### config.mk
export PLATFORM = sky130hd
export DESIGN_NAME = plic_regs
export DESIGN_NICKNAME = d
export VERILOG_FILES = /design/src/source/soc_bus_pkg.sv /design/src/source/plic_regs.sv
export SDC_FILE = /design/constraint.sdc
export NUM_CORES = 1
export LEC_CHECK = 0
export BUFFER_PORTS_ARGS = -buffer_cell sky130_fd_sc_hd__buf_2
export CORE_ASPECT_RATIO = 1.2
export CORE_MARGIN = 1.5
export CORE_UTILIZATION = 30
export DETAILED_ROUTE_END_ITERATION = 10
export GPL_TIMING_DRIVEN = 0
export SLEW_MARGIN = 5
export SYNTH_ARGS = -nofsm -noshare
export SYNTH_HDL_FRONTEND = slang
export SYNTH_SLANG_ARGS = --single-unit
### constraint.sdc
create_clock -name CLOCK_50 -period 3.4 [get_ports CLOCK_50]
set_clock_uncertainty 0.15 [all_clocks]
set_input_delay 0.34 -clock CLOCK_50 [delete_from_list [all_inputs] [get_ports CLOCK_50]]
set_output_delay 0.34 -clock CLOCK_50 [all_outputs]
set_load 0.005 [all_outputs]
### src/source/soc_bus_pkg.sv
package soc_bus_pkg;

    typedef logic [31:0] addr_t;    // bus byte address
    typedef logic [63:0] data_t;
    typedef logic [31:0] word_t;    // one ram entry
    typedef logic [2:0]  ls_type_t;

    // bit 2 marks unsigned loads
    localparam ls_type_t LS_B  = 3'b000;
    localparam ls_type_t LS_H  = 3'b001;
    localparam ls_type_t LS_W  = 3'b010;
    localparam ls_type_t LS_D  = 3'b011;
    localparam ls_type_t LS_BU = 3'b100;
    localparam ls_type_t LS_HU = 3'b101;
    localparam ls_type_t LS_WU = 3'b110;

    localparam addr_t RAM_BASE  = 32'h8000_0000;
    localparam int    RAM_WORDS = 2048;
    localparam int    RAM_IDX_W = 11;
    localparam addr_t RAM_BYTES = addr_t'(RAM_WORDS * 4);

    localparam addr_t MTIMECMP_ADDR  = 32'h0200_4000;
    localparam addr_t MTIME_ADDR     = 32'h0200_BFF8;
    localparam data_t MTIMECMP_RESET = 64'h0000_0000_8000_0000;

    localparam addr_t PLIC_BASE       = 32'h0C00_0000;
    localparam addr_t PLIC_SPAN       = 32'h0040_0000;  // whole plic window
    localparam addr_t PLIC_PENDING    = PLIC_BASE + 32'h0000_1000;
    localparam addr_t PLIC_ENABLE0    = PLIC_BASE + 32'h0000_2000;
    localparam addr_t PLIC_THRESH0    = PLIC_BASE + 32'h0020_0000;
    localparam addr_t PLIC_CLAIM0     = PLIC_THRESH0 + 32'h0000_0004;
    localparam addr_t PLIC_EN_STRIDE  = 32'h0000_0080;  // enable block per context
    localparam addr_t PLIC_CTX_STRIDE = 32'h0000_1000;  // threshold/claim per context

    localparam int NUM_IRQ_SRC = 2;   // ids 1 and 2
    localparam int NUM_CTX     = 2;   // machine and supervisor contexts
    localparam int PRIO_W      = 3;
    localparam int IRQ_ID_W    = $clog2(NUM_IRQ_SRC + 1);

    typedef logic [PRIO_W-1:0]    prio_t;
    typedef logic [IRQ_ID_W-1:0]  irq_id_t;
    typedef logic [NUM_IRQ_SRC:1] irq_vec_t;  // bit n belongs to source id n

    // target of the current access as decoded in the front end
    typedef logic [1:0] target_t;
    localparam target_t TGT_RAM   = 2'd0;
    localparam target_t TGT_TIMER = 2'd1;
    localparam target_t TGT_PLIC  = 2'd2;
    localparam target_t TGT_NONE  = 2'd3;

    typedef struct packed {
        addr_t    addr;
        data_t    wdata;
        ls_type_t ls_type;
        logic     write;
    } bus_req_t;

    typedef struct packed {
        logic  ack;     // one cycle
        data_t rdata;
    } tgt_rsp_t;

    typedef enum logic {FRONT_IDLE, FRONT_BUSY} front_state_t;

endpackage

### src/source/plic_regs.sv
module plic_regs (
    input  logic                  CLOCK_50,
    input  logic                  KEY0,
    input  logic                  start,
    input  soc_bus_pkg::target_t  target,
    input  soc_bus_pkg::bus_req_t cur_req,
    input  soc_bus_pkg::irq_vec_t irq_src,
    output soc_bus_pkg::tgt_rsp_t rsp,
    output logic                  meip,
    output logic                  seip
);

    logic                            sel;
    logic                            prio_hit;
    logic                            prio_ok;
    logic                            pend_hit;
    logic [9:0]                      prio_idx;   // source id from address
    logic [soc_bus_pkg::NUM_CTX-1:0] en_hit;
    logic [soc_bus_pkg::NUM_CTX-1:0] th_hit;
    logic [soc_bus_pkg::NUM_CTX-1:0] cl_hit;
    logic                            ack_q;
    soc_bus_pkg::irq_vec_t           src_q;
    soc_bus_pkg::irq_vec_t           rise;
    soc_bus_pkg::irq_vec_t           pending_q;
    soc_bus_pkg::irq_vec_t           clear;
    soc_bus_pkg::irq_vec_t           enable_q [soc_bus_pkg::NUM_CTX];
    soc_bus_pkg::prio_t              prio_q [1:soc_bus_pkg::NUM_IRQ_SRC];
    soc_bus_pkg::prio_t              thresh_q [soc_bus_pkg::NUM_CTX];
    soc_bus_pkg::irq_id_t            claim_id [soc_bus_pkg::NUM_CTX];
    soc_bus_pkg::data_t              rd_val;
    soc_bus_pkg::data_t              rdata_q;

    assign sel      = start && (target == soc_bus_pkg::TGT_PLIC);
    assign rise     = irq_src & ~src_q;     // edge triggered sources
    assign prio_idx = cur_req.addr[11:2];
    assign prio_hit = cur_req.addr >= soc_bus_pkg::PLIC_BASE &&
                      cur_req.addr < soc_bus_pkg::PLIC_PENDING;
    assign prio_ok  = prio_idx >= 10'd1 && prio_idx <= soc_bus_pkg::NUM_IRQ_SRC;
    assign pend_hit = cur_req.addr == soc_bus_pkg::PLIC_PENDING;

    always_comb begin
        for (int c = 0; c < soc_bus_pkg::NUM_CTX; c++) begin
            en_hit[c] = cur_req.addr == soc_bus_pkg::PLIC_ENABLE0
                        + soc_bus_pkg::PLIC_EN_STRIDE * soc_bus_pkg::addr_t'(c);
            th_hit[c] = cur_req.addr == soc_bus_pkg::PLIC_THRESH0
                        + soc_bus_pkg::PLIC_CTX_STRIDE * soc_bus_pkg::addr_t'(c);
            cl_hit[c] = cur_req.addr == soc_bus_pkg::PLIC_CLAIM0
                        + soc_bus_pkg::PLIC_CTX_STRIDE * soc_bus_pkg::addr_t'(c);
        end
    end

    // best candidate per context
    always_comb begin
        for (int c = 0; c < soc_bus_pkg::NUM_CTX; c++) begin
            claim_id[c] = '0;
            for (int i = soc_bus_pkg::NUM_IRQ_SRC; i >= 1; i--) begin  // lowest id wins
                if (pending_q[i] && enable_q[c][i] && prio_q[i] > thresh_q[c]) begin
                    claim_id[c] = soc_bus_pkg::irq_id_t'(i);
                end
            end
        end
    end

    assign meip = claim_id[0] != '0;
    assign seip = claim_id[1] != '0;

    always_comb begin
        clear = '0;
        for (int c = 0; c < soc_bus_pkg::NUM_CTX; c++) begin
            if (sel && !cur_req.write && cl_hit[c] && claim_id[c] != '0) begin
                clear[claim_id[c]] = 1'b1;  // claim read takes the source
            end
        end
    end

    always_comb begin
        rd_val = '0;
        if (prio_hit && prio_ok) begin
            rd_val = soc_bus_pkg::data_t'(prio_q[prio_idx[soc_bus_pkg::IRQ_ID_W-1:0]]);
        end
        if (pend_hit) rd_val = soc_bus_pkg::data_t'({pending_q, 1'b0});
        for (int c = 0; c < soc_bus_pkg::NUM_CTX; c++) begin
            if (en_hit[c]) rd_val = soc_bus_pkg::data_t'({enable_q[c], 1'b0});
            if (th_hit[c]) rd_val = soc_bus_pkg::data_t'(thresh_q[c]);
            if (cl_hit[c]) rd_val = soc_bus_pkg::data_t'(claim_id[c]);
        end
    end

    always_ff @(posedge CLOCK_50 or negedge KEY0) begin
        if (!KEY0) begin
            src_q     <= '0;
            pending_q <= '0;
            ack_q     <= 1'b0;
            for (int i = 1; i <= soc_bus_pkg::NUM_IRQ_SRC; i++) prio_q[i] <= '0;
            for (int c = 0; c < soc_bus_pkg::NUM_CTX; c++) begin
                enable_q[c] <= '0;
                thresh_q[c] <= '0;
            end
        end else begin
            src_q     <= irq_src;
            ack_q     <= sel;
            pending_q <= (pending_q & ~clear) | rise;
            if (sel && cur_req.write) begin
                if (prio_hit && prio_ok) begin
                    prio_q[prio_idx[soc_bus_pkg::IRQ_ID_W-1:0]] <=
                        cur_req.wdata[soc_bus_pkg::PRIO_W-1:0];
                end
                for (int c = 0; c < soc_bus_pkg::NUM_CTX; c++) begin
                    if (en_hit[c]) enable_q[c] <= cur_req.wdata[soc_bus_pkg::NUM_IRQ_SRC:1];
                    if (th_hit[c]) thresh_q[c] <= cur_req.wdata[soc_bus_pkg::PRIO_W-1:0];
                end
            end
        end
    end

    always_ff @(posedge CLOCK_50) begin
        if (sel) rdata_q <= rd_val;
    end

    assign rsp = '{ack: ack_q, rdata: rdata_q};

endmodule

==> flow_metrics.py, run 1 <==
metrics = {
    "status": {
        "outcome": "completed",
    },
    "layout": {
        "area_growth_pct": 30.11,
        "fin_nets": 471,
        "final_util": 0.4077,
        "drive_gt1_frac": 0.3932,
        "fin_cells": 438,
        "diodes": 0,
    },
    "logic_synthesis": {
        "ys.flop_type": "dfrtp_1",
        "synth_seq_area_share": 0.2849,
        "syn_area_mm2": 0.002161,
        "synthTopCellsByArea": "dfrtp_1, buf_4, mux2_2",
        "syn_area_per_cell_um2": 9.041,
        "yosys_warnings": 0,
        "synth.distinct_cells": 43,
        "synth_top_area_cell": "dfrtp_1",
        "async_reset_ff_frac": 0.8750,
        "synth_edf_count": 3,
        "synth-seq-cells": 24,
        "yosys.area.top_type_share": 0.2432,
        "synthCells": 239,
    },
    "power": {
        "p_leak_nw": 1.431,
        "peakVddDrop_mv": 0.2050,
        "powerDensity_mw_per_mm2": 237.2,
    },
    "critical_path": {
        "r2r-end": "rdata_q[0]",
        "r2r_slack_ns": 1.12,
        "crit_path_start_kind": "flop",
        "r2r_start": "prio_q[4]",
        "reg2reg_depth": 7,
        "crit_required_ns": 2.91,
        "path_class": "flop to output port",
        "cp-end-kind": "output port",
        "cp_max_fo": 3,
        "cp.arrival_ns": 1.97,
    },
    "worst_hold_path": {
        "hold_path.startpoint": "irq_src[0]",
        "hold_path_class": "input pin to flop",
        "hold_depth": 1,
        "holdPathEnd": "src_q[0]",
    },
    "drt": {
        "drc": 0,
        "drt_iter0_markers": 93,
        "vias": 1895,
        "ant_nets": 0,
        "vias_per_cell": 4.326,
        "dr.pass1.iters": 4,
        "wire_per_inst_um": 11.99,
        "drt-total-wl_mm": 5.252,
    },
    "timing": {
        "period_share": 0.7228,
        "relSlewSlack": 0.4562,
        "worst_pin_slew_ns": 0.8083,
        "max_freq_mhz": 406.9,
        "fin_crit_ns": 2.457,
        "setup-tns-final_ns": 0,
        "holdWs_ns": 0.03129,
        "hold_violations": 0,
        "finalSetupViolCount": 0,
        "rsz0062_at_grt": "false",
        "report.final.slew_viol_count": 0,
    },
    "clock_network": {
        "cts_resized": 0,
        "cts_buffer_depth": 2,
        "h-tree-depth": 1,
        "cts_sinks": 24,
        "cts_buffers": 3,
        "cts_root_buf": "clkbuf_8",
        "insertion_delay_ns": 0.27,
        "cts_hold_buffers": 1,
        "post_cts_buffers": 0,
        "clk_pin_slew_ns": 0.09,
        "cts_tree": "built",
    },
    "global_routing": {
        "grt_pass1_wl_mm": 8.121,
        "grt_use_total": 0.1374,
        "grt_pass1_vias": 1818,
        "antenna_found_initial": 0,
        "grt_start_max_net_pins": 22,
        "overflow": 0,
    },
    "floorplanning": {
        "initial_utilization": 0.3134,
        "core_mm2": 0.006895,
        "design.die.area_mm2": 0.007723,
        "die_h_um": 95.97,
        "fp.dieW_um": 80.48,
        "pin_count": 174,
        "rows": 33,
    },
    "place": {
        "gp_congestion": 0.8119,
        "post-dp-hpwl_mm": 4.539,
        "place_inst": 433,
        "portBuffers": 47,
    },
    "run": {
        "drv_cap": 0,
    },
}
[metrics by stage]
| stage | area, µm² | setup WS, ns | total power, W |
|---|---|---|---|
| floorplan | 2386 | 1.160 | 0.0003797 |
| global placement | 2730 | 0.6530 | 0.0004197 |
| detailed placement | 2730 | 0.6683 | 0.0004209 |
| CTS | 2811 | 0.9426 | 0.0006704 |
| global route | 2811 | 0.7973 | 0.0006983 |
| finish | 2811 | 0.9425 | 0.0006669 |
[worst max-delay path, cell delays in order, from the launching register on]
cell and delay [ns]:
dfrtp_1 0.40, inv_1 0.08, ha_1 0.28, nor2b_1 0.14
o21a_1 0.16, o2111ai_1 0.28, o21ai_0 0.19, buf_2 0.16
[state kept, by name, indices dropped and copies added (netlist names)]
signal     flops
ack_q          1
enable_q       4
pending_q      2
prio_q         6
rdata_q        3
src_q          2
thresh_q       6
[placed cells by master, fill, tap and decap left out, drive strengths merged, types with 6 or more instances in the layout]
master,count
nand3,9
conb,61
ha,12
nor2,13
nor4,6
buf,109
o21ai,10
dfrtp,21
nor3,10
nor2b,6
a22oi,7
inv,9
nand2,8
mux2,16
[synth_stat cells (2+ instances only)]
master,count
nor2_1,13
nor2b_1,6
a22o_1,3
nand4_1,3
o21a_1,2
or3_1,2
dfrtp_1,21
nor4_1,6
nand4b_1,2
nand2_1,8
or3_4,2
buf_4,62
a22oi_1,7
o22ai_1,2
mux2_2,16
or2_2,2
o21ai_0,10
ha_1,12
a31oi_1,3
or4_1,2
or4_4,2
o2111ai_1,2
edfxtp_1,3
inv_1,9
a32oi_1,2
nand3_1,9
o311ai_0,2
and3_1,2
nor3_1,10
[layer usage]
| metal | part of all wire | track usage | wire (µm) | vias to the layer above |
|---|---|---|---|---|
| met2 | 0.50 | 0.2654 | 2637 | 91 |
| li1 | - | - | - | 974 |
| met3 | 0.082 | 0.02085 | 432 | 9 |
| met5 | 0 | 0 | 0 | - |
| met4 | 0.020 | 0.04885 | 104 | 0 |
| met1 | 0.40 | 0.1495 | 2077 | 821 |
[report_power, final]
group	total, W	switching [W]	internal [W]	leakage (nW)
Combinational	0.000125	0.0000559	0.0000694	1.09
Sequential	0.000293	0.000000597	0.000292	0.304
Clock	0.000249	0.0000911	0.000158	0.0357
[cells by family after synthesis]
family / after synthesis / share of synthesized area
DFF: 24 / 0.2849
buffers and inverters: 72 / 0.2328
other: 1 / 0.001735
adders and majority gates: 12 / 0.06948
muxes: 16 / 0.08338
AOI/OAI and AO/OA: 37 / 0.1204
and+or+nand+nor: 77 / 0.2073
[worst max path at each step]
stage	start	end	slack, ns
floorplan	cur_req[79]	rdata_q[2]	1.16
global placement	cur_req[75]	rdata_q[1]	0.65
detailed placement	cur_req[75]	rdata_q[1]	0.67
CTS	prio_q[1]	seip	0.94
global route	cur_req[75]	rdata_q[1]	0.80
finish	thresh_q[1]	seip	0.94
[area by class of cell]
cell class	count	area [µm²]
Fill cell	721	4084
Multi-Input combinational cell	203	1267
Buffer	63	469.2
Tap cell	87	108.9
Sequential cell	24	615.6
Clock inverter	1	30.03
Inverter	9	33.78
Timing Repair Buffer	48	245.2
Clock buffer	3	41.29
Power figures use the tool's default switching activity.
==> inputs of run 2 (changes only) <==
PLACE_DENSITY = 0.67   (was default)
clock period = 2.1 ns   (was 3.4 ns; I/O delays follow)
==> run 2 against run 1 <==
  * The flow now finishes with violations (negative setup slack)
  * Setup slack got worse by 0.97 ns
  * Critical path depth stayed put
  * Sequential power rose by 62%
  * Total power up 63%
  * Largest cell class unchanged
  * Count of clock-buffer cells in the layout stayed put
  * Sequential share of layout area is 2.2 points lower
  * Final area grew 11%
  * Combinational power is 67% higher
  * Die area is the same
  * Global-route usage fell by 0.50 points
  * Sequential cell count stayed put
==> flow_metrics.py, run 2 (same netlist as run 1, synthesis figures left out) <==
metrics = {
    "layout": {
        "drive_gt1_frac": 0.4849,
        "fillers": 638,
        "fin_nets": 485,
        "layout_commonest_cell": "buf_4",
        "reg_top3": "prio_q: 6 flops, thresh_q: 6 flops, enable_q: 4 flops",
        "most-common-layout-cells": "buf_4, conb_1, buf_2",
        "diodes": 0,
        "area_growth_pct": 44.88,
    },
    "clock_network": {
        "h-tree-depth": 1,
        "cts_buffers": 3,
        "insertion_delay_ns": 0.27,
        "clk_pin_slew_ns": 0.09,
        "cts_root_buf": "clkbuf_8",
        "cts_sinks": 24,
        "cts_tree": "built",
        "cts_buffer_depth": 2,
    },
    "power": {
        "powerDensity_mw_per_mm2": 348.0,
        "peakVddDrop_mv": 0.2911,
        "p_leak_nw": 1.565,
    },
    "critical_path": {
        "critPathTopFamily": "compound AO/OA/AOI/OAI gates",
        "crit_required_ns": 1.74,
        "crit_start": "thresh_q[1]",
        "cp_max_fo": 3,
        "crit_path_max_incr_delay_ns": 0.41,
        "path_cells": "inv_2 -> ha_4 -> nor2b_4 -> o21a_1 -> o2111ai_2 -> o21ai_1 -> buf_2",
        "cp_slowest_cell": "dfrtp_1",
        "crit_buf_inv": 2,
        "cp-end-kind": "output port",
        "r2r_start": "prio_q[1]",
        "crit_path_start_kind": "flop",
        "cp.arrival_ns": 1.77,
        "path_class": "flop to output port",
    },
    "global_routing": {
        "grt_pass1_wl_mm": 7.845,
        "grt_pass1_vias": 1726,
        "grt_use_total": 0.1323,
        "overflow": 0,
        "antenna_found_initial": 0,
        "grt_start_max_net_pins": 22,
    },
    "drt": {
        "drt-total-wl_mm": 5.589,
        "dr.pass1.iters": 4,
        "ant_nets": 0,
        "wire_per_inst_um": 12.37,
        "drc": 0,
        "vias": 2036,
        "drt_iter0_markers": 185,
        "vias_per_cell": 4.504,
    },
    "floorplanning": {
        "design.die.area_mm2": 0.007723,
        "rows": 33,
        "pin_count": 174,
        "initial_utilization": 0.3134,
        "die_h_um": 95.97,
        "fp.dieW_um": 80.48,
        "core_mm2": 0.006895,
    },
    "worst_hold_path": {
        "hold_path.startpoint": "target[0]",
        "hold_path_class": "input pin to flop",
    },
    "timing": {
        "max_freq_mhz": 469.1,
        "fin_crit_ns": 2.132,
        "setup-tns-final_ns": -0.1155,
        "report.final.slew_viol_count": 0,
        "period_share": 1.015,
        "hold_violations": 0,
        "rsz0062_at_grt": "true",
        "finalSetupViolCount": 5,
        "worst_slack_ns": -0.03192,
    },
    "run": {
        "drv_cap": 0,
    },
    "place": {
        "portBuffers": 47,
        "gp_congestion": 0.8344,
        "post-dp-hpwl_mm": 4.438,
        "dp_slack_ns": -0.4561,
    },
    "status": {
        "outcome": "finished, violations left",
        "violations": "negative setup slack",
    },
}
-- run 2: changes by cell type in the layout (fill, tap and decap cells not counted), moves of 3 or more --
cell     delta
nor2_2      +3
nor3_1      -4
nor3_2      +3
o21ai_1     +5
nor2b_4     +4
o21ai_0     -5
ha_1        -4
nor2_1      -4
nor2b_1     -4
buf_4      +12
ha_4        +4
-- run 2: path summary, 6_finish.rpt --
kind                         endpoint  slack (ns)  cells past startpoint
max                              seip       -0.03                      7
min                             ack_q        0.03                      2
max reg2reg                rdata_q[1]       -0.02                      8
min reg2reg                 prio_q[0]        0.41                      1
max in group asynchronous   prio_q[4]        1.18                      2
min in group asynchronous   prio_q[5]        0.27                      2
-- run 2: final cells by class --
| cell class | instances | area (µm²) | share of cell area |
|---|---|---|---|
| Multi-Input combinational cell | 203 | 1474 | 0.4708 |
| Sequential cell | 24 | 618.1 | 0.1974 |
| Buffer | 63 | 469.2 | 0.1499 |
| Timing Repair Buffer | 62 | 355.3 | 0.1135 |
| Tap cell | 87 | 108.9 | 0.03477 |
| Clock buffer | 3 | 41.29 | 0.01319 |
| Inverter | 9 | 33.78 | 0.01079 |
| Clock inverter | 1 | 30.03 | 0.009592 |
-- run 2: routing by layer --
metal / GRT usage / part of all wire / up-vias
met2: 0.2437 / 0.52 / 111
li1: - / - / 1001
met1: 0.1424 / 0.36 / 902
met3: 0.02844 / 0.082 / 22
met5: 0 / 0 / -
met4: 0.06322 / 0.036 / 0
-- run 2: metrics by stage --
step	power (W)	std cells	hold WS [ns]	cell area [µm²]	utilization
3_3_place_gp	0.0006805	433	0.04097	2736	0.3968
6_report	0.001089	452	0.02884	3131	0.4540
3_5_place_dp	0.0006814	433	0.04951	2736	0.3968
5_1_grt	0.001141	452	0.04808	3131	0.4540
2_1_floorplan	0.0006148	299	-0.2356	2392	-
4_1_cts	0.001087	449	0.03199	2950	0.4279
-- run 2: power by group --
| group | internal, W | switching [W] |
|---|---|---|
| Sequential | 0.000473 | 0.000000974 |
| Clock | 0.000255 | 0.000151 |
| Combinational | 0.000115 | 0.0000942 |
-- run 2: repair_timing --
| item | in CTS | in global routing |
|---|---|---|
| hold endpoints to repair | 23 | 0 |
| resized for setup | 13 | 31 |
| pin swaps | 8 | 21 |
| hold buffers | 3 | 0 |
| buffers inserted | 9 | 4 |
| endpoints found under the setup margin | 7 | 13 |
==> inputs of run 3 (changes only) <==
ABC_AREA = 1   (was default)
CORE_ASPECT_RATIO = 1.4   (was 1.2)
PLACE_DENSITY = default   (was 0.67)
clock period = 2.2 ns   (was 2.1 ns; I/O delays follow)
==> run 3 against run 2 <==
  * The flow now finishes without violations
  * Critical path type unchanged
  * Die area grew 5.7%
  * Sequential power shrank 4.6%
  * Routed wire length shrank 7.0%
  * Count of clock-buffer cells in the layout is the same
  * First-iteration DRC count shrank 32%
  * Sequential share of layout area grew 0.41 points
  * Cell count grew 18%
  * Worst hold slack gained 0.086 ns
  * Core utilization shrank 3.7 points
  * Clock power shrank 34%
  * Register-to-register slack gained 0.21 ns
  * Area after synthesis grew 5.8%
==> flow_metrics.py, run 3 <==
metrics = {
    "critical_path": {
        "cp_slowest_cell": "dfrtp_2",
        "path_cells": "ha_4 -> nand2_2 -> nor2_2 -> a211oi_2 -> nor3_2 -> inv_1 -> nand2_2 -> buf_6",
        "critPathTopFamily": "flip-flops",
        "crit_required_ns": 1.83,
        "cp-end-kind": "output port",
        "crit_path_start_kind": "flop",
        "path_class": "flop to output port",
        "cp.arrival_ns": 1.75,
        "crit_path_max_incr_delay_ns": 0.49,
        "cp_common_cell": "nand2_2",
        "crit_start": "prio_q[4]",
        "cp_max_fo": 4,
        "r2r_slack_ns": 0.19,
        "r2r_start": "prio_q[5]",
        "crit_buf_inv": 2,
    },
    "drt": {
        "wire_per_inst_um": 9.716,
        "dr.pass1.iters": 6,
        "ant_nets": 0,
        "vias": 2136,
        "vias_per_cell": 3.993,
        "drt-total-wl_mm": 5.198,
        "drc": 0,
        "drt_iter0_markers": 125,
    },
    "global_routing": {
        "grt_pass1_vias": 1961,
        "overflow": 0,
        "grt_use_total": 0.1285,
        "grt_start_max_net_pins": 22,
        "antenna_found_initial": 0,
        "grt_pass1_wl_mm": 8.445,
    },
    "place": {
        "gp_congestion": 0.9143,
        "place_area_mm2": 0.002873,
        "post-dp-hpwl_mm": 4.368,
        "portBuffers": 48,
        "place_inst": 523,
    },
    "power": {
        "p_leak_nw": 1.732,
        "powerDensity_mw_per_mm2": 298.4,
        "peakVddDrop_mv": 0.1594,
    },
    "timing": {
        "hold_violations": 0,
        "relSlewSlack": 0.6403,
        "holdWs_ns": 0.1148,
        "period_share": 0.9657,
        "fin_crit_ns": 2.125,
        "worst_pin_slew_ns": 0.5376,
        "max_freq_mhz": 470.7,
        "report.final.slew_viol_count": 0,
        "finalSetupViolCount": 0,
        "rsz0062_at_grt": "true",
    },
    "clock_network": {
        "cts_buffers": 3,
        "cts_buffer_depth": 2,
        "cts_root_buf": "clkbuf_8",
        "clk_pin_slew_ns": 0.08,
        "cts_sinks": 24,
        "insertion_delay_ns": 0.27,
        "cts_tree": "built",
        "h-tree-depth": 1,
    },
    "logic_synthesis": {
        "yosysMostFrequentCell": "nand2_1",
        "synth.distinct_cells": 27,
        "synth_seq_area_share": 0.2693,
        "ys.flop_type": "dfrtp_1",
        "async_reset_ff_frac": 0.8750,
        "synth-seq-cells": 24,
        "syn_area_mm2": 0.002286,
        "synth_edf_count": 3,
        "synthCells": 318,
        "yosys.area.top_type_share": 0.2299,
        "synth_common_cells": "nand2_1, buf_4, inv_1, dfrtp_1, nor2_1",
        "syn_area_per_cell_um2": 7.188,
        "synthTopCellsByArea": "dfrtp_1, buf_4, nand2_1",
        "yosys_warnings": 0,
        "synth_top_area_cell": "dfrtp_1",
    },
    "floorplanning": {
        "fp.dieW_um": 76.78,
        "rows": 37,
        "design.die.area_mm2": 0.008160,
        "die_h_um": 106.3,
        "core_mm2": 0.007361,
        "initial_utilization": 0.3106,
        "pin_count": 174,
    },
    "run": {
        "drv_cap": 0,
    },
    "worst_hold_path": {
        "hold_path_class": "input pin to flop",
        "hold_path.startpoint": "cur_req[4]",
    },
    "layout": {
        "drive_gt1_frac": 0.3721,
        "reg_top3": "prio_q: 6 flops, thresh_q: 6 flops, enable_q: 4 flops",
        "fin_nets": 558,
        "diodes": 0,
        "fillers": 759,
        "area_growth_pct": 34.15,
        "finalInstanceArea_mm2": 0.003067,
        "fin_cells": 535,
        "most-common-layout-cells": "nand2_1, buf_4, conb_1",
    },
    "status": {
        "outcome": "completed",
    },
}
[run 3: cell type report]
class	instances	area, µm²	share of cell area
tap	97	121.4	0.03958
buffer	62	465.4	0.1518
sequential	24	618.1	0.2016
timing repair buffer	56	314.1	0.1024
multi-input combinational	245	1326	0.4325
clock inverter	1	3.754	0.001224
clock buffer	3	41.29	0.01346
inverter	47	176.4	0.05753
[run 3: kinds of logic after synthesis]
family,Yosys count,synth area share
AO/OA/AOI/OAI,33,0.07553
buffers and inverters,109,0.2808
adder cells (fa/ha/maj),12,0.06568
other,1,0.001640
flip-flops,24,0.2693
AND/OR/NAND/NOR,139,0.3071
[run 3: timing repair]
action	CTS	global route
cloned	0	0
hold buffers	3	0
setup endpoints to repair	1	2
pin swaps	0	6
hold endpoints to repair	23	0
setup buffers	0	5
gates resized for setup	1	14
[run 3: power by group]
group          switching, W  internal (W)  leakage [nW]  total [W]
Combinational     0.0000877      0.000109          1.40   0.000197
Clock              0.000141      0.000125        0.0231   0.000266
Sequential      0.000000884      0.000451         0.304   0.000452
[run 3: path summary, 6_finish.rpt]
path                                end  cells past startpoint
max                                meip                      8
min                         thresh_q[3]                      3
max reg2reg                pending_q[1]                     10
min reg2reg                pending_q[0]                      1
max in group asynchronous     prio_q[5]                      2
min in group asynchronous      src_q[1]                      2
[run 3: routing by layer]
layer / GRT usage / up-vias / part of all wire
met3: 0.02575 / 10 / 0.083
met5: 0 / - / 0
met1: 0.1292 / 917 / 0.37
li1: - / 1112 / -
met4: 0.05556 / 0 / 0.018
met2: 0.2503 / 97 / 0.53
[run 3: through the flow]
step           total power (W)    util  worst slack [ns]   TNS, ns
6_report             0.0009150  0.4166           0.07542         0
5_1_grt              0.0009617  0.4166          -0.02131  -0.02131
4_1_cts              0.0009221  0.4012           0.01458         0
3_5_place_dp         0.0006521  0.3903            0.1471         0
3_3_place_gp         0.0006509  0.3903            0.1618         0
2_1_floorplan        0.0005966       -            0.4183         0
[run 3: worst min-delay path, stage by stage]
cell	delay, ns
buf_2	0.07
inv_1	0.07
o21ai_1	0.14
